==> config.mk <==
export PLATFORM = sky130hd
export DESIGN_NAME = nand_page_cache
export DESIGN_NICKNAME = d
export VERILOG_FILES = /design/src/nand_pkg.sv /design/src/nand_page_cache.sv
export VERILOG_INCLUDE_DIRS = /design/src
export SDC_FILE = /design/constraint.sdc
export NUM_CORES = 1
export LEC_CHECK = 0
export ABC_AREA = 0
export BUFFER_PORTS_ARGS = -buffer_cell sky130_fd_sc_hd__buf_2
export CAP_MARGIN = 20
export CORE_UTILIZATION = 57
export DETAILED_ROUTE_END_ITERATION = 12
export PLACE_DENSITY = 0.76
export REMOVE_ABC_BUFFERS = 1
export SKIP_CTS_REPAIR_TIMING = 1
export SLEW_MARGIN = 20
export SYNTH_ARGS = -nofsm -noshare
export SYNTH_HDL_FRONTEND = slang
export SYNTH_SLANG_ARGS = --single-unit
==> constraint.sdc <==
create_clock -name RE_B -period 2.2 [get_ports RE_B]
set_input_delay 0.22 -clock RE_B [delete_from_list [all_inputs] [get_ports RE_B]]
set_output_delay 0.22 -clock RE_B [all_outputs]
set_load 0.01 [all_outputs]
==> src/nand_cfg.svh <==
// Geometry must stay powers of two; the row address is the block bits above the page bits
`ifndef NAND_CFG_SVH
`define NAND_CFG_SVH

// Array geometry
`define NAND_PAGE_BYTES       16   // Bytes per page
`define NAND_PAGES_PER_BLOCK  4    // Pages per block
`define NAND_BLOCKS           4    // Blocks in the array

// One address cycle each for column and row
`define NAND_COL_W            4    // log2 of page bytes
`define NAND_ROW_W            4    // 2 block bits, then 2 page bits

// Read ID sequence, maker code first
`define NAND_ID0              8'hC2
`define NAND_ID1              8'hF1
`define NAND_ID2              8'h80
`define NAND_ID3              8'h1D

// Busy clocks ahead of the array transfer
`define NAND_T_READ           8
`define NAND_T_PROG           20
`define NAND_T_ERASE          30

`endif

==> src/nand_pkg.sv <==
// Field widths follow nand_cfg.svh; struct layouts are fixed and shared by every block
`default_nettype none

`include "nand_cfg.svh"

package nand_pkg;

    typedef logic [7:0]             byte_t;
    typedef logic [`NAND_COL_W-1:0] col_t;
    typedef logic [`NAND_ROW_W-1:0] row_t; // {block, page}

    // Only the commands the device still accepts
    typedef enum logic [7:0] {
        CMD_READ     = 8'h00,
        CMD_READ_GO  = 8'h30,
        CMD_READ_ID  = 8'h90,
        CMD_STATUS   = 8'h70,
        CMD_PROG     = 8'h80,
        CMD_PROG_GO  = 8'h10,
        CMD_ERASE    = 8'h60,
        CMD_ERASE_GO = 8'hD0,
        CMD_RESET    = 8'hFF
    } nand_cmd_e;

    typedef enum logic [2:0] {IDLE, READ_ADDR, PROG_ADDR, PROG_DATA, ERASE_ADDR} dec_state_e;

    typedef enum logic [1:0] {NONE, STATUS, ID, DATA} out_mode_e; // What a rd cycle returns

    typedef enum logic [1:0] {LOAD, PROGRAM, ERASE} op_kind_e;

    // One host bus cycle, sampled on each clock
    typedef struct packed {
        logic  cle;  // Command latch
        logic  ale;  // Address latch
        logic  wr;   // Write strobe
        logic  rd;   // Read strobe
        byte_t data;
    } host_cycle_t;

    // Array request, valid for a single clock
    typedef struct packed {
        logic     valid;
        op_kind_e kind;
        row_t     row;
    } op_req_t;

    // Engine side of the page cache
    typedef struct packed {
        logic  we;
        col_t  idx;
        byte_t wdata;
    } cache_port_t;

endpackage

`default_nettype wire

==> src/nand_page_cache.sv <==
// Single page buffer; host pointer wraps at the page end, engine writes win over host writes
`default_nettype none

`include "nand_cfg.svh"

module nand_page_cache (
    input  logic                 RE_B,
    input  logic                 CE_B,
    input  logic                 fill,
    input  logic                 wr,
    input  logic                 rd,
    input  nand_pkg::col_t       col,
    input  nand_pkg::byte_t      wdata,
    input  nand_pkg::cache_port_t eng,
    output nand_pkg::byte_t      rdata,
    output nand_pkg::byte_t      eng_rdata
);

    localparam int PAGE_LEN = `NAND_PAGE_BYTES;

    nand_pkg::byte_t page [PAGE_LEN];
    nand_pkg::col_t  ptr_q; // Host byte pointer

    // Pointer goes to the latched column on fill and while the engine loads a page
    always_ff @(posedge RE_B or posedge CE_B) begin
        if (CE_B) begin
            ptr_q <= '0;
        end else if (fill || eng.we) begin
            ptr_q <= col;
        end else if (wr || rd) begin
            ptr_q <= ptr_q + 1'b1; // Sequential host access
        end
    end

    // Page storage
    always_ff @(posedge RE_B) begin
        if (fill) begin
            for (int i = 0; i < PAGE_LEN; i++) begin
                page[i] <= 8'hFF; // Unwritten columns program as FF
            end
        end else if (eng.we) begin
            page[eng.idx] <= eng.wdata; // Array to cache copy
        end else if (wr) begin
            page[ptr_q] <= wdata;
        end
    end

    assign rdata     = page[ptr_q];   // Host sees the byte under the pointer
    assign eng_rdata = page[eng.idx]; // Engine reads during program

    // Fill pulse never lands on a host data cycle or on an engine copy
    a_fill_alone: assert property (@(posedge RE_B) disable iff (CE_B)
        fill |-> !(wr || eng.we))
        else $error("page buffer clear collided with a write");

endmodule

`default_nettype wire

# [Word-level counts from Yosys, hierarchy flattened]
# Memory sizes are Yosys's and may differ from the RTL's.
# Index checks and enable logic that the tools add are counted.
[totals] reg_bits=4 mem_bits_rw=128 in_bits=30 out_inout_bits=16 elab_cells=25 memories=1
[classes] add_sub_neg=1 mux=17 n_reduce_logical=5
[mem_list] memory="page" depth=16 width=8 rd=2 rd_clocked_by_memory_dff=0 write_ports=16 line="nand_page_cache.sv:21" source="nand_pkg::byte_t page [PAGE_LEN];"
[op_table] operator="$mux W4" n=4
[op_table] operator="$mux W8" n=2
[op_table] operator="$reduce_or A8 Y1" n=2
[op_table] operator="$mux W1" n=11
[op_table] operator="$add A4 B1 Y4 const B" n=1
[op_table] operator="$logic_or A1 B1 Y1" n=2
[op_table] operator="$reduce_bool A2 Y1" n=1

# [Logic depth before layout (Yosys ltp)]
[logic_depth] ltp_word=6 depth_mapped=7 mapped_depth_nobuf=4

# [Worst setup path after synthesis]
# OpenSTA, ideal clock, no wires.
[synth_timing] kind="in2reg" from="input eng[12] (netlist bit)" to="memory page[3][0] (netlist bit), enable pin" setup_time_ns=0.329 arrival_ns=1.875 required_time_ns=1.871 setup_slack_ns=-0.005 cell_stages=7 n_path_buf=3 path_cell_list="buf_6 -> nor3b_2 -> buf_6 -> mux2_2 -> buf_6 -> nor3_2 -> or2_1"
[synth_rtl] element="start: declaration" line="nand_page_cache.sv:14" source="input nand_pkg::cache_port_t eng,"
[synth_rtl] element="end: declaration" line="nand_page_cache.sv:21"

# [Worst setup path in the final report]
[layout_timing] from="register ptr_q[1]" to="output rdata[3]"
[layout_via] elab_chain_len=1
[layout_lines] element="start: declaration" line="nand_page_cache.sv:22" source="nand_pkg::col_t ptr_q;"
[layout_lines] element="start signal: assignment" line="nand_page_cache.sv:29" source="ptr_q <= col;"
[layout_lines] element="start signal: assignment" line="nand_page_cache.sv:31" source="ptr_q <= ptr_q + 1'b1;"
[layout_lines] element="$mem_v2 Z16 W8"
[layout_lines] element="end: declaration" line="nand_page_cache.sv:15" source="output nand_pkg::byte_t rdata,"
# No other way between the ends.

==> results.ini <==
[finish]
nFillCells=800
ff_latch_area_sq_um=3950
multi_input_area_sq_um=3320
syn2layout_area_growth_pct=21.6
drive_above_1_share_pct=39.1
diodes=0
final_common_cell=nand2_1
nNetsFinal=660
design_area_sq_um=9050
final_cell_mix=nand2_1, edfxtp_1, buf_4, mux4_2, buf_2

[critical_path]
crit_arrival_ns=2.29
ff2ff_path_depth=5
critical_path_class=reg -> out
max_stage_delay_ns=0.51
path_cells=buf_12 > mux4_2 > nor2b_1 > a211oi_2 > a21oi_1 > buf_2
crit_slowest_cell=dfrtp_2
r2r-start=ptr_q[1]
critPathMaxFanout=7
worstSetupStartpointType=flop
cp.required_ns=1.98
ff2ff_setup_slack_ns=0.06
reg2reg_to=page[8][2]
worstSetupEndpointType=output pin

[place]
place_area_sq_um=8160
dp_worst_setup_slack_ns=0.000251
dpl.hpwl_mm=14.4
gp_congestion=0.893
port_buffers=45

[cts]
clock_latency_ns=0.43
htree_num_levels=4
cts_buffers=17
cts-root-buf=clkbuf_16
clockBufferDepth=2
clk_transition_reported_paths_ns=0.06
cts_tree=done
clkSinkCount=132

[route]
drt_iter0_markers=584
antenna_left=0
vias=5369
drt_first_pass_iters=5
wl_per_cell_microns=26.0
wirelength_mm=21.2
drc=0
vias_per_cell=6.60

[synth]
yosys-top-cells-area=edfxtp_1, mux4_2, nand2_1
netlist_instances=534
avgSynthCellArea_sq_um=13.9
yosysSeqAreaShare_pct=53.0
yosys_warnings=0
syn-cell-area_sq_um=7440
netlist.area_leader.share_pct=51.6
synth-edff-count=128
async_flop_share_pct=3.03
synth-seq-cells=132
yosysTopAreaCell=edfxtp_1
synth_cell_type_count=42
synth-main-ff-cell=edfxtp_1

[global_routing]
overflow=0
antenna_found_initial=0
grt_use_total_pct=33.0
grt_start_max_net_pins=29
grt_pass1_wl_mm=30.8
grt_pass1_vias=5373

[timing]
tightest_slew_ns=0.639
rsz0062_at_grt=true
drv_slew=0
setup_viol=8
period_minus_slack_ns=2.51
fin_worst_skew_ns=0.00918
relSlewSlack_pct=57.3
fin_crit_sh_pct=114
clock.fmax_mhz=399
fin_ws_ns=-0.305
hold_viol=0

[die]
core_area_sq_um=12700
io_pins=46
die_h_microns=116
dieArea_sq_um=13500
rows=41
initial_core_util_pct=58.7
chipWidth_microns=116

[power]
intPower_mw=5.37
clkPwrFrac_pct=44.9
comb_power_share_pct=14.4
leakage_nw=2.79
seqPwrFrac_pct=40.7
p_sw_share_pct=24.0
ir_drop_mv=0.573
switchingPower_mw=1.69
power_per_cell_area_nw_per_um2=780

[hold_path]
min_from=col[0]
min_to=ptr_q[0]
min_path_cells=2
hp-class=in -> reg

[status]
violations=setup timing
outcome=finished with violations

[flow_run]
maxCapViolCount=0

[sequential cells by signal, summed over array words and instances, names as in the netlist]
signal / count
ptr_q: 4
page: 128
[Yosys cell counts, drive strengths merged, types with 8 or more instances]
library cell / instances
mux4: 54
nor4: 8
edfxtp: 128
nor2b: 17
nand2: 135
buf: 31
nor3: 8
a21oi: 16
a221oi: 8
a211oi: 10
clkbuf: 10
or2: 16
mux2i: 44
[logic make-up (layout without fill, tap and decap cells)]
| family | Yosys count | in the layout | synth area share (%) |
|---|---|---|---|
| buffers and inverters | 44 | 152 | 3.41 |
| adders and majority gates | 1 | 1 | 0.168 |
| and+or+nand+nor | 199 | 199 | 14.6 |
| xor gates and xnor gates | 3 | 3 | 0.353 |
| DFF | 132 | 132 | 53.0 |
| muxes | 105 | 105 | 24.0 |
| AOI/OAI and AO/OA | 50 | 50 | 4.54 |
[area by class of cell]
cell class,count,area share (%)
Clock inverter,15,2.61
Tap cell,172,2.38
Timing Repair Buffer,117,9.92
Clock buffer,17,4.70
Inverter,3,0.124
Multi-Input combinational cell,358,36.7
Sequential cell,132,43.6
[power groups by stage]
stage	Clock (mW)	Combinational, mW	Sequential (mW)
after floorplan	0	0.466	2.95
after global placement	0	0.885	2.91
after detailed placement	0	0.908	2.91
after CTS	3.18	0.915	2.87
after global routing	3.28	1.07	2.87
final	3.17	1.02	2.87
[critical path: cells and delay by family, from the launching register on]
family	cells	cell delay, ns
simple gates	1	0.15
mux	1	0.48
flops	1	0.51
compound gates	2	0.38
buf+inv	2	0.34
[per-layer routing]
layer  wire length (microns)  up-vias  track usage [%]
li1                        -     2235                -
met1                    7540     2662             43.4
met2                   10400      404             52.0
met3                    2260       68             5.92
met4                     981        0             19.1
met5                       0        -                0
[worst max-delay path by stage]
stage / startpoint / endpoint / cells after the start
global route: ptr_q[1] / rdata[3] / 6
detailed placement: eng[12] / page[0][4] / 6
floorplan: eng[12] / page[11][0] / 4
CTS: ptr_q[1] / rdata[0] / 6
global placement: eng[12] / page[0][4] / 6
finish: ptr_q[1] / rdata[3] / 6
[through the flow]
step           hold WS [ns]  cells  power (mW)  util [%]   TNS, ns
4_1_cts              -0.339    801        6.96      69.6     -2.22
3_3_place_gp         0.0979    769        3.79      64.4  -0.00967
6_report             0.0284    814        7.06      71.5     -1.63
3_5_place_dp          0.112    769        3.82      64.4         0
5_1_grt              0.0260    814        7.23      71.5     -2.15
2_1_floorplan       -0.0139    493        3.42         -   -158.94
Note: power is estimated with default switching activity, not from simulation.
