===== src/nand_cfg.svh =====
// Geometry must stay powers of two; the row address is the block bits above the page bits
`ifndef NAND_CFG_SVH
`define NAND_CFG_SVH

// Array geometry
`define NAND_PAGE_BYTES       16   // Bytes per page
`define NAND_PAGES_PER_BLOCK  4    // Pages per block
`define NAND_BLOCKS           4    // Blocks in the array

// One address cycle each for column and row
`define NAND_COL_W            4    // log2 of page bytes
`define NAND_ROW_W            4    // 2 block bits, then 2 page bits

// Read ID sequence, maker code first
`define NAND_ID0              8'hC2
`define NAND_ID1              8'hF1
`define NAND_ID2              8'h80
`define NAND_ID3              8'h1D

// Busy clocks ahead of the array transfer
`define NAND_T_READ           8
`define NAND_T_PROG           20
`define NAND_T_ERASE          30

`endif


===== src/nand_pkg.sv =====
// Field widths follow nand_cfg.svh; struct layouts are fixed and shared by every block
`default_nettype none

`include "nand_cfg.svh"

package nand_pkg;

    typedef logic [7:0]             byte_t;
    typedef logic [`NAND_COL_W-1:0] col_t;
    typedef logic [`NAND_ROW_W-1:0] row_t; // {block, page}

    // Only the commands the device still accepts
    typedef enum logic [7:0] {
        CMD_READ     = 8'h00,
        CMD_READ_GO  = 8'h30,
        CMD_READ_ID  = 8'h90,
        CMD_STATUS   = 8'h70,
        CMD_PROG     = 8'h80,
        CMD_PROG_GO  = 8'h10,
        CMD_ERASE    = 8'h60,
        CMD_ERASE_GO = 8'hD0,
        CMD_RESET    = 8'hFF
    } nand_cmd_e;

    typedef enum logic [2:0] {IDLE, READ_ADDR, PROG_ADDR, PROG_DATA, ERASE_ADDR} dec_state_e;

    typedef enum logic [1:0] {NONE, STATUS, ID, DATA} out_mode_e; // What a rd cycle returns

    typedef enum logic [1:0] {LOAD, PROGRAM, ERASE} op_kind_e;

    // One host bus cycle, sampled on each clock
    typedef struct packed {
        logic  cle;  // Command latch
        logic  ale;  // Address latch
        logic  wr;   // Write strobe
        logic  rd;   // Read strobe
        byte_t data;
    } host_cycle_t;

    // Array request, valid for a single clock
    typedef struct packed {
        logic     valid;
        op_kind_e kind;
        row_t     row;
    } op_req_t;

    // Engine side of the page cache
    typedef struct packed {
        logic  we;
        col_t  idx;
        byte_t wdata;
    } cache_port_t;

endpackage

`default_nettype wire


===== src/nand_cmd_decoder.sv =====
// Commands other than 70 and FF are dropped while busy; one column and one row cycle per address
`default_nettype none

`include "nand_cfg.svh"

module nand_cmd_decoder (
    input  logic                 RE_B,
    input  logic                 CE_B,
    input  nand_pkg::host_cycle_t bus,
    input  logic                 ryby,
    input  nand_pkg::byte_t      cache_rdata,
    output nand_pkg::op_req_t    req,
    output logic                 cache_fill,
    output logic                 cache_wr,
    output logic                 cache_rd,
    output nand_pkg::col_t       col,
    output nand_pkg::byte_t      dout
);

    nand_pkg::dec_state_e state_q;
    nand_pkg::out_mode_e  mode_q;
    nand_pkg::nand_cmd_e  cmd;
    nand_pkg::col_t       col_q;
    nand_pkg::row_t       row_q;
    nand_pkg::byte_t      id_byte;
    logic [1:0]           addr_cyc_q; // 0 col next, 1 row next, 2 complete
    logic [1:0]           id_ptr_q;
    logic                 fill_q;
    logic                 is_cmd;
    logic                 is_addr;
    logic                 is_data;
    logic                 in_addr;

    assign cmd     = nand_pkg::nand_cmd_e'(bus.data);
    assign is_cmd  = bus.wr && bus.cle;
    assign is_addr = bus.wr && bus.ale && !bus.cle;
    assign is_data = bus.wr && !bus.cle && !bus.ale;
    assign in_addr = state_q inside {nand_pkg::READ_ADDR, nand_pkg::PROG_ADDR,
                                     nand_pkg::ERASE_ADDR};

    // Host port of the page cache
    assign cache_fill = fill_q;
    assign cache_wr   = is_data && (state_q == nand_pkg::PROG_DATA);
    assign cache_rd   = bus.rd && (mode_q == nand_pkg::DATA);
    assign col        = col_q;

    always_comb begin
        case (id_ptr_q)
            2'd0:    id_byte = `NAND_ID0;
            2'd1:    id_byte = `NAND_ID1;
            2'd2:    id_byte = `NAND_ID2;
            default: id_byte = `NAND_ID3;
        endcase
    end

    // Confirm goes out in the same cycle so busy shows one edge later
    always_comb begin
        req      = '0;
        req.row  = row_q;
        if (is_cmd && ryby) begin
            case (cmd)
                nand_pkg::CMD_READ_GO: begin
                    req.valid = (state_q == nand_pkg::READ_ADDR) && (addr_cyc_q == 2'd2);
                    req.kind  = nand_pkg::LOAD;
                end
                nand_pkg::CMD_PROG_GO: begin
                    req.valid = (state_q == nand_pkg::PROG_DATA); // Row already latched
                    req.kind  = nand_pkg::PROGRAM;
                end
                nand_pkg::CMD_ERASE_GO: begin
                    req.valid = (state_q == nand_pkg::ERASE_ADDR) && (addr_cyc_q == 2'd2);
                    req.kind  = nand_pkg::ERASE;
                end
                default: req.valid = 1'b0;
            endcase
        end
    end

    always_ff @(posedge RE_B or posedge CE_B) begin
        if (CE_B) begin
            state_q    <= nand_pkg::IDLE;
            mode_q     <= nand_pkg::NONE;
            col_q      <= '0;
            row_q      <= '0;
            addr_cyc_q <= 2'd0;
            id_ptr_q   <= 2'd0;
            fill_q     <= 1'b0;
            dout       <= 8'hFF;
        end else begin
            fill_q <= 1'b0; // Single-cycle pulse
            if (is_cmd) begin
                case (cmd)
                    nand_pkg::CMD_RESET: begin
                        state_q    <= nand_pkg::IDLE;
                        mode_q     <= nand_pkg::NONE;
                        addr_cyc_q <= 2'd0;
                    end
                    nand_pkg::CMD_STATUS: mode_q <= nand_pkg::STATUS; // Allowed while busy
                    default: begin
                        if (ryby) begin
                            state_q <= nand_pkg::IDLE; // Confirms and unknown codes land here
                            case (cmd)
                                nand_pkg::CMD_READ: begin
                                    mode_q     <= nand_pkg::DATA;
                                    state_q    <= nand_pkg::READ_ADDR;
                                    addr_cyc_q <= 2'd0;
                                end
                                nand_pkg::CMD_READ_GO: mode_q <= nand_pkg::DATA;
                                nand_pkg::CMD_READ_ID: begin
                                    mode_q   <= nand_pkg::ID;
                                    id_ptr_q <= 2'd0;
                                end
                                nand_pkg::CMD_PROG: begin
                                    mode_q     <= nand_pkg::NONE;
                                    state_q    <= nand_pkg::PROG_ADDR;
                                    addr_cyc_q <= 2'd0;
                                end
                                nand_pkg::CMD_ERASE: begin
                                    mode_q     <= nand_pkg::NONE;
                                    state_q    <= nand_pkg::ERASE_ADDR;
                                    addr_cyc_q <= 2'd1; // Row cycle only
                                end
                                default: ;
                            endcase
                        end
                    end
                endcase
            end else if (is_addr && in_addr) begin
                if (addr_cyc_q == 2'd0) begin
                    col_q      <= bus.data[`NAND_COL_W-1:0];
                    addr_cyc_q <= 2'd1;
                    fill_q     <= (state_q == nand_pkg::PROG_ADDR); // Page to FF and pointer to col
                end else if (addr_cyc_q == 2'd1) begin
                    row_q      <= bus.data[`NAND_ROW_W-1:0];
                    addr_cyc_q <= 2'd2;
                    if (state_q == nand_pkg::PROG_ADDR) state_q <= nand_pkg::PROG_DATA;
                end
            end
            // Output byte, held until the next rd
            if (bus.rd) begin
                case (mode_q)
                    nand_pkg::STATUS: dout <= {1'b1, ryby, ryby, 5'b0};
                    nand_pkg::ID: begin
                        dout     <= id_byte;
                        id_ptr_q <= id_ptr_q + 2'd1; // Wraps after ID3
                    end
                    nand_pkg::DATA: dout <= cache_rdata;
                    default: dout <= 8'hFF;
                endcase
            end
        end
    end

    // Engine turns busy one edge after each request
    a_req_ready: assert property (@(posedge RE_B) disable iff (CE_B)
        req.valid |=> !ryby)
        else $error("device stayed ready after an array request");

endmodule

`default_nettype wire


===== config.mk =====
export PLATFORM = sky130hd
export DESIGN_NAME = nand_cmd_decoder
export DESIGN_NICKNAME = d
export VERILOG_FILES = /design/src/nand_pkg.sv /design/src/nand_cmd_decoder.sv
export VERILOG_INCLUDE_DIRS = /design/src
export SDC_FILE = /design/constraint.sdc
export NUM_CORES = 1
export LEC_CHECK = 0
export BUFFER_PORTS_ARGS = -buffer_cell sky130_fd_sc_hd__buf_2
export CAP_MARGIN = 25
export CORE_MARGIN = 10
export CORE_UTILIZATION = 51
export DETAILED_ROUTE_END_ITERATION = 10
export GPL_TIMING_DRIVEN = 0
export PLACE_DENSITY = 0.84
export RECOVER_POWER = 100
export SYNTH_ARGS = -nofsm -noshare
export SYNTH_HDL_FRONTEND = slang
export SYNTH_SLANG_ARGS = --single-unit

===== constraint.sdc =====
create_clock -name RE_B -period 1.85 [get_ports RE_B]
set_input_delay 0.0925 -clock RE_B [delete_from_list [all_inputs] [get_ports RE_B]]
set_output_delay 0.0925 -clock RE_B [all_outputs]
set_load 0.03 [all_outputs]

======== After elaboration in Yosys (flattened, before gate mapping) ========
Index checks and enable logic that the tools add are counted.
operators by class
  add/sub/neg operators ................... 1
  equality and inequality tests ........... 23
  mux-type cells .......................... 32
  bitwise operators ....................... 2
  reductions and logical operators ........ 32
operators by type and width
  cell                count
  $pmux 8 s3          2
  $eq 8x8->1 const B  4
  $mux 2              12
  $mux 3              7
  $eq 8x7->1 const B  2
  $pmux 2 s2          4
  $logic_and 1x1->1   11
  $pmux 3 s3          1
  $reduce_bool 3->1   3
  $eq 2x2->1 const B  4
  $eq 8x5->1 const B  1
  $eq 8x6->1 const B  1
  $logic_not 8->1     1
  $reduce_or 2->1     4
  $eq 2x1->1 const B  3
  $eq 3x2->1 const B  2
  $pmux 2 s3          1
  $pmux 3 s2          1
  $reduce_and 3->1    2
  $reduce_and 6->1    1
  $reduce_bool 2->1   3
  $reduce_and 5->1    1
  $reduce_bool 5->1   1
  $logic_not 2->1     2
  other kinds (11)    16
word-level totals
  register bits ........................... 26
  bits of input ports ..................... 23
  output and inout bits ................... 22
  word-level logic and storage cells ...... 98

======== Longest topological paths before layout ========
Gate-level depths: netlist of run 1.
  depth in word-level cells ............... 7
  depth in mapped cells ................... 7
  mapped depth without buffers ............ 7

======== Worst setup path after synthesis of run 1 ========
No wires, ideal clock.
  path type ............................... in2out
  from .................................... input bus[0] (netlist name)
  to ...................................... output req[5] (netlist name)
  data arrival time ....................... 1.672 ns
  path slack .............................. 0.086 ns
  cell stages on the path ................. 4
  cell sequence ........................... nor4_2 > nand4_1 > or2_1 > nor3b_1
RTL lines
  what             RTL line                source
  start, declared  nand_cmd_decoder.sv:9   input nand_pkg::host_cycle_t bus,
  end, declared    nand_cmd_decoder.sv:12  output nand_pkg::op_req_t req,

======== Worst setup path in the final report of run 1 ========
  from .................................... register state_q[0]
  to ...................................... register state_q[0]
on the way
  cells in the longest elaborated chain, start to end .. 5
RTL lines
  what                                 RTL line                 source
  start, declared                      nand_cmd_decoder.sv:20   nand_pkg::dec_state_e state_q;
  start signal, assigned               nand_cmd_decoder.sv:81   state_q <= nand_pkg::IDLE;
  start signal, assigned               nand_cmd_decoder.sv:94   state_q <= nand_pkg::IDLE;
  start signal, assigned               nand_cmd_decoder.sv:101  state_q <= nand_pkg::IDLE;
  $eq 3x1->1 (tied with other cells)   nand_cmd_decoder.sv:38   assign in_addr = state_q inside {nand_pkg::READ_ADDR, nand_pkg::PROG_ADDR,
  $reduce_bool 3->1                    nand_cmd_decoder.sv:38
  $logic_and 1x1->1                    nand_cmd_decoder.sv:128  end else if (is_addr && in_addr) begin
  $reduce_bool 2->1 (no source line)   -
  $reduce_and 6->1 (no source line) *  -
Mark *: on every way between the ends. The rest lies on a longest branch, timed or not.
A chain may end at the register's enable or synchronous reset.

==> metrics, run 1 <==
outcome finished clean; Num CTS Buffers 3; RSZ-0062 raised after global routing false; Fmax 581 MHz; Yosys top cell by area dfrtp_1; row count 20; vias after detailed routing approximately 1500; Max VDD drop just under 700 uV; n_diodes 0; Async SR Flop Fraction 100%; Starting Density 52.7%; final hold slack 35.7 ps; yosys warns 0; Die Span Y 75.7 um; detailed placer's ending HPWL ~3000 um; Vias/cell 5.89; Die ar. approximately 5700 um^2; final setup fails 0; Final Max Tran Viols 0; antenna viol nets, final 0; largest net degree at the start of global routing 27; global-route usage over all layers 12.9%; CTS max path bufs 2; worst path cell trace xor2_1 -> o2111ai_1 -> o21ai_1 -> o21ai_1 -> mux2_1; Final Skew 5.15 ps; DRC 0; Synth Cell Area around 1600 um^2; Tcrit/Tclk final ~93%; #FFs+latches synth 26; root buffer cell clkbuf_4; Avg Inst Size Synth 9.53 um^2; critical path type reg2reg; port bufs 43; first-pass GRT wire length 5920 um; Final Hold Viols 0; Worst Path Buf+Inv 0; Largest stage delay, worst path ~490 ps; Crit path max-delay family compound AO/OA/AOI/OAI gates; most common cell in the netlist dfrtp_1; placed insts about 240; leakage dissipation 0.000787 uW; Netlist cell types 48; Pwr Total 1890 uW; mux share of post-synthesis cell area ~13%; initial antenna violation count 0; clk_lat worst skew 320 ps; P per Cell Area 1010 nW/um^2; I/O pin total 45; Routed WL per cell 15.5 um; CP max stage cell dfrtp_2; post-route setup slack 127 ps; Most Frequent Cell on Critical Path o21ai_1; Setup TNS Final 0 ps; share of layout cells above drive strength 1 26.2%; simple-gate share of the synthesized area about a fifth; Synth top area share 28.5%; vias in the first global route 1393; Syn Inst Count roughly 170; worst-path maximum fanout 8; die width 75.7 um; worst rel slew slack about 50%; post-synthesis sequential area ratio a little over two fifths; nets 242; Layout area overhead 18.4%; Tmin final 1720 ps; clock-pin slew on the worst setup and hold paths between 100 and 150 ps; Main synth FF type dfrtp_1; Post-Synth Adder-Cell Area about 3.2%; Hold Path Class in2reg; max_cap viols 0; router iterations before antenna repair 4; clock sink count 26; Finished Layout Cells 247; Data required, critical path just over 2000 ps; final WL 3830 um; number of flops mapped to enable cells by yosys 0; CTS tree yes; post-synth net total 193; measured slew at the worst slew-check pin 732 ps; CP startpoint kind register; core area roughly 3000 um^2; crit end category register; XOR/XNOR Fraction of Synth Area 1.11%; total congestion overflow 0; largest family of logic cells by synthesized area simple AND/OR/NAND/NOR gates; RD Place Congestion approximately 0.9; Initial DRC Count 55; CP arrival 1940 ps; synth top area cells dfrtp_1 (28%), dfstp_2 (13%), mux2_2 (6.4%); H-tree depth 1; Post-synth top cells dfrtp_1 (18), nand2_1 (11), nor2_1 (11), inv_1 (10), mux2_2 (9); Place WS -26.8 ps; post-synthesis compound-gate area fraction between 10% and 20%
==> through the flow <==
step | cell area, um^2 | utilization, %
floorplan | 1580 | -
global placement | 1840 | 61.2
detailed placement | 1840 | 61.2
CTS | 1880 | 62.6
global route | 1870 | 62.3
finish | 1870 | 62.3
==> routing by layer <==
metal | vias up | track usage [%] | wire (um)
met3 | 7 | 4.17 | 352
met2 | 58 | 21.6 | 1810
met5 | - | 0 | 0
met4 | 0 | 3.92 | 48
met1 | 683 | 15.2 | 1620
li1 | 706 | - | -
==> final timing paths <==
| check | start | end | slack (ps) | cells past startpoint |
|---|---|---|---|---|
| max | state_q[0] | state_q[0] | 130 | 5 |
| min | bus[9] | cache_fill | 40 | 3 |
| max reg2reg | state_q[0] | state_q[0] | 130 | 5 |
| min reg2reg | dout[1] | dout[1] | 480 | 2 |
| max in group asynchronous | CE_B | state_q[0] | 500 | 4 |
| min in group asynchronous | CE_B | id_ptr_q[0] | 300 | 3 |
==> flip-flops by register name, summed over array words and instances (netlist names) <==
| signal | cells |
|---|---|
| state_q | 3 |
| mode_q | 2 |
| id_ptr_q | 2 |
| cache_fill | 1 |
| col | 4 |
| dout | 8 |
| addr_cyc_q | 2 |
| row_q | 4 |
==> cell type report <==
| type | count | area (um^2) |
|---|---|---|
| clock buffers | 4 | 36.3 |
| flip-flops and latches | 26 | 663 |
| multi-input cells | 121 | 853 |
| repair buffers | 46 | 213 |
| fillers | 272 | 1130 |
| inverters | 10 | 37.5 |
| well taps | 33 | 41.3 |
| plain buffers | 7 | 27.5 |
==> worst register-to-register path, stage by stage, from the launching register on <==
cell,delay [ps]
dfrtp_2,490
xor2_1,160
o2111ai_1,250
o21ai_1,150
o21ai_1,210
mux2_1,370
==> placed cells by master, fill, tap and decap left out, types with 3 or more instances in the layout <==
cell / instances
nor4_1: 4
mux2_1: 6
a31oi_1: 5
inv_1: 10
nand2_1: 11
o21ai_1: 4
dfrtp_1: 16
nand3_1: 5
ha_1: 4
a21oi_1: 7
mux2_2: 9
o21ai_0: 8
clkbuf_1: 26
mux2i_1: 3
dfstp_2: 8
nor2_1: 11
clkbuf_4: 3
nand2b_1: 3
nor3_1: 5
buf_2: 23
==> kinds of logic (layout without fill, tap and decap cells) <==
group,count (synthesis),count (layout)
compound gates,38,38
xor+xnor,2,2
fa+ha+maj,4,4
buf+inv,19,67
flops,26,26
mux,18,18
simple gates,59,59
==> power breakdown <==
group          switching, uW  internal (uW)  leakage [uW]
Clock                    168            120     0.0000210
Sequential               127            746      0.000303
Combinational            490            243      0.000463
Total                    785           1110      0.000787
==> what timing repair did <==
action / in CTS / in global routing
hold buffers: 1 / 0
pin swaps: 0 / 0
setup endpoints to repair: 4 / 5
endpoints found under the hold margin: 11 / 0
gates resized for setup: 0 / 4
setup buffers: 0 / 1
(Power assumes the default switching activity.)
==> inputs of run 2 (changes only) <==
--- a/config.mk
+++ b/config.mk
@@ -9,10 +9,11 @@
 export BUFFER_PORTS_ARGS = -buffer_cell sky130_fd_sc_hd__buf_2
 export CAP_MARGIN = 25
 export CORE_MARGIN = 10
-export CORE_UTILIZATION = 51
+export CORE_UTILIZATION = 54
+export CTS_BUF_LIST = sky130_fd_sc_hd__clkbuf_4 sky130_fd_sc_hd__clkbuf_8
 export DETAILED_ROUTE_END_ITERATION = 10
 export GPL_TIMING_DRIVEN = 0
-export PLACE_DENSITY = 0.84
+export PLACE_DENSITY = 0.88
 export RECOVER_POWER = 100
 export SYNTH_ARGS = -nofsm -noshare
 export SYNTH_HDL_FRONTEND = slang
==> run 2 against run 1 <==
Worst setup slack worse by 37 ps; clock skew is 2.2 ps lower; non-clock buffer count is 1 higher; wire length is 0.24% higher; clock power is 41% higher; die area is 4.1% lower; combinational power is 2% higher.
==> metrics, run 2 (same netlist as run 1, synthesis figures left out) <==
port bufs 43; die width 74.1 um; Num CTS Buffers 3; Final Skew 2.94 ps; core area between 2000 and 3000 um^2; RSZ-0062 raised after global routing false; measured slew at the worst slew-check pin 387 ps; Die ar. 5490 um^2; Final Hold Viols 0; clock-pin slew on the worst setup and hold paths 150 ps; I/O pin total 45; root buffer cell clkbuf_4; worst rel slew slack 73.9%; switching portion of total power 40.3%; Max VDD drop roughly 890 uV; CP startpoint kind register; crit end category register; router iterations before antenna repair 4; Final Max Tran Viols 0; CTS max path bufs 2; total congestion overflow 0; Routed WL per cell 15.6 um; Data required, critical path 2090 ps; Final Util 69.1%; antenna viol nets, final 0; CP max stage cell dfrtp_2; detailed placer's ending HPWL 2940 um; Largest Register dout; Hold Path Class in2reg; Place WS -32.1 ps; CP arrival 1990 ps; vias after detailed routing 1440; Layout area overhead 21.4%; n_diodes 0; switching pwr approximately 800 uW; worst path cell trace o21ai_1 -> o2111ai_2 -> or3_1 -> clkbuf_1 -> mux2_1; Largest register FFs 8; CTS tree yes; Comb pwr share 36.7%; vias in the first global route 1454; outcome finished clean; max_cap viols 0; Die Span Y 74.1 um; first-pass GRT wire length 6440 um; filler cell count 224; commonest non-fill, non-tap cells in the layout clkbuf_1 (25), buf_2 (23), dfrtp_1 (16); post-route setup slack between 90 and 100 ps; share of layout cells above drive strength 1 27.4%; Vias/cell 5.85; Pint between 1000 and 1500 uW; clock sink count 26; row count 19; H-tree depth 1; Tcrit/Tclk final 95.1%; DRC 0; nets 243; Tmin final 1760 ps; global-route usage over all layers 14.3%; P per Cell Area 1060 nW/um^2; Starting Density a little under three fifths; Fmax ~570 MHz; final WL roughly 3800 um; Flop pwr share 43.4%; Setup TNS Final 0 ps; clock share of power approximately a fifth; largest net degree at the start of global routing 27; RD Place Congestion 0.812; leakage dissipation 0.000810 uW; most common cell after layout, fill and taps aside clkbuf_1; Largest stage delay, worst path ~480 ps; final hold slack 12.0 ps; Initial DRC Count 66; final setup fails 0; initial antenna violation count 0; clk_lat worst skew 340 ps; critical path type reg2reg; worst-path maximum fanout 8
run 2: per-layer routing:
layer	track usage, %	wire length, um	vias to the layer above	share of wire (%)
li1	-	-	709	-
met3	4.79	262	9	6.8
met2	24.1	1860	49	48
met5	0	0	-	0
met4	5.38	63	0	1.6
met1	16.6	1650	673	43
run 2: critical path, delay by kind of cell (launching register included):
family / cells / cell delay (ps)
flops: 1 / 480
mux: 1 / 340
compound gates: 2 / 330
simple gates: 1 / 330
buf+inv: 1 / 170
run 2: what timing repair did:
action                     in CTS  in global routing
hold endpoints to repair       18                  0
hold buffers                    1                  0
gates resized for setup         0                  5
setup endpoints to repair       4                  8
setup buffers                   0                  1
run 2: power groups by stage:
stage	combinational [uW]	sequential [uW]	clock, uW
final	747	884	405
after global routing	815	906	427
after floorplan	335	1070	0
after global placement	780	851	0
after CTS	773	874	411
after detailed placement	791	868	0
run 2: worst paths after layout:
kind	cells after the start	to	slack (ps)	from
setup reg to reg	5	row_q[3]	90	state_q[0]
hold reg to reg	2	dout[1]	480	dout[1]
setup / recovery	5	row_q[3]	90	state_q[0]
hold / removal	3	dout[0]	10	cache_rdata[0]
min in group asynchronous	3	col[2]	150	CE_B
max in group asynchronous	4	dout[0]	1270	CE_B
run 2: cell type report:
type	instances	area (um^2)	area share, %
buffer	8	31.3	1.63
clock buffer	3	22.5	1.17
clock inverter	1	30.0	1.56
inverter	10	37.5	1.95
multi-input combinational	121	860	44.8
sequential	26	663	34.5
tap	31	38.8	2.02
timing repair buffer	46	238	12.4
run 2: stage by stage:
| step | instance area [um^2] | power, uW | cells |
|---|---|---|---|
| after global placement | 1840 | 1630 | 240 |
| after floorplan | 1580 | 1410 | 166 |
| after global routing | 1920 | 2150 | 246 |
| after CTS | 1890 | 2060 | 244 |
| final | 1920 | 2040 | 246 |
| after detailed placement | 1840 | 1660 | 240 |
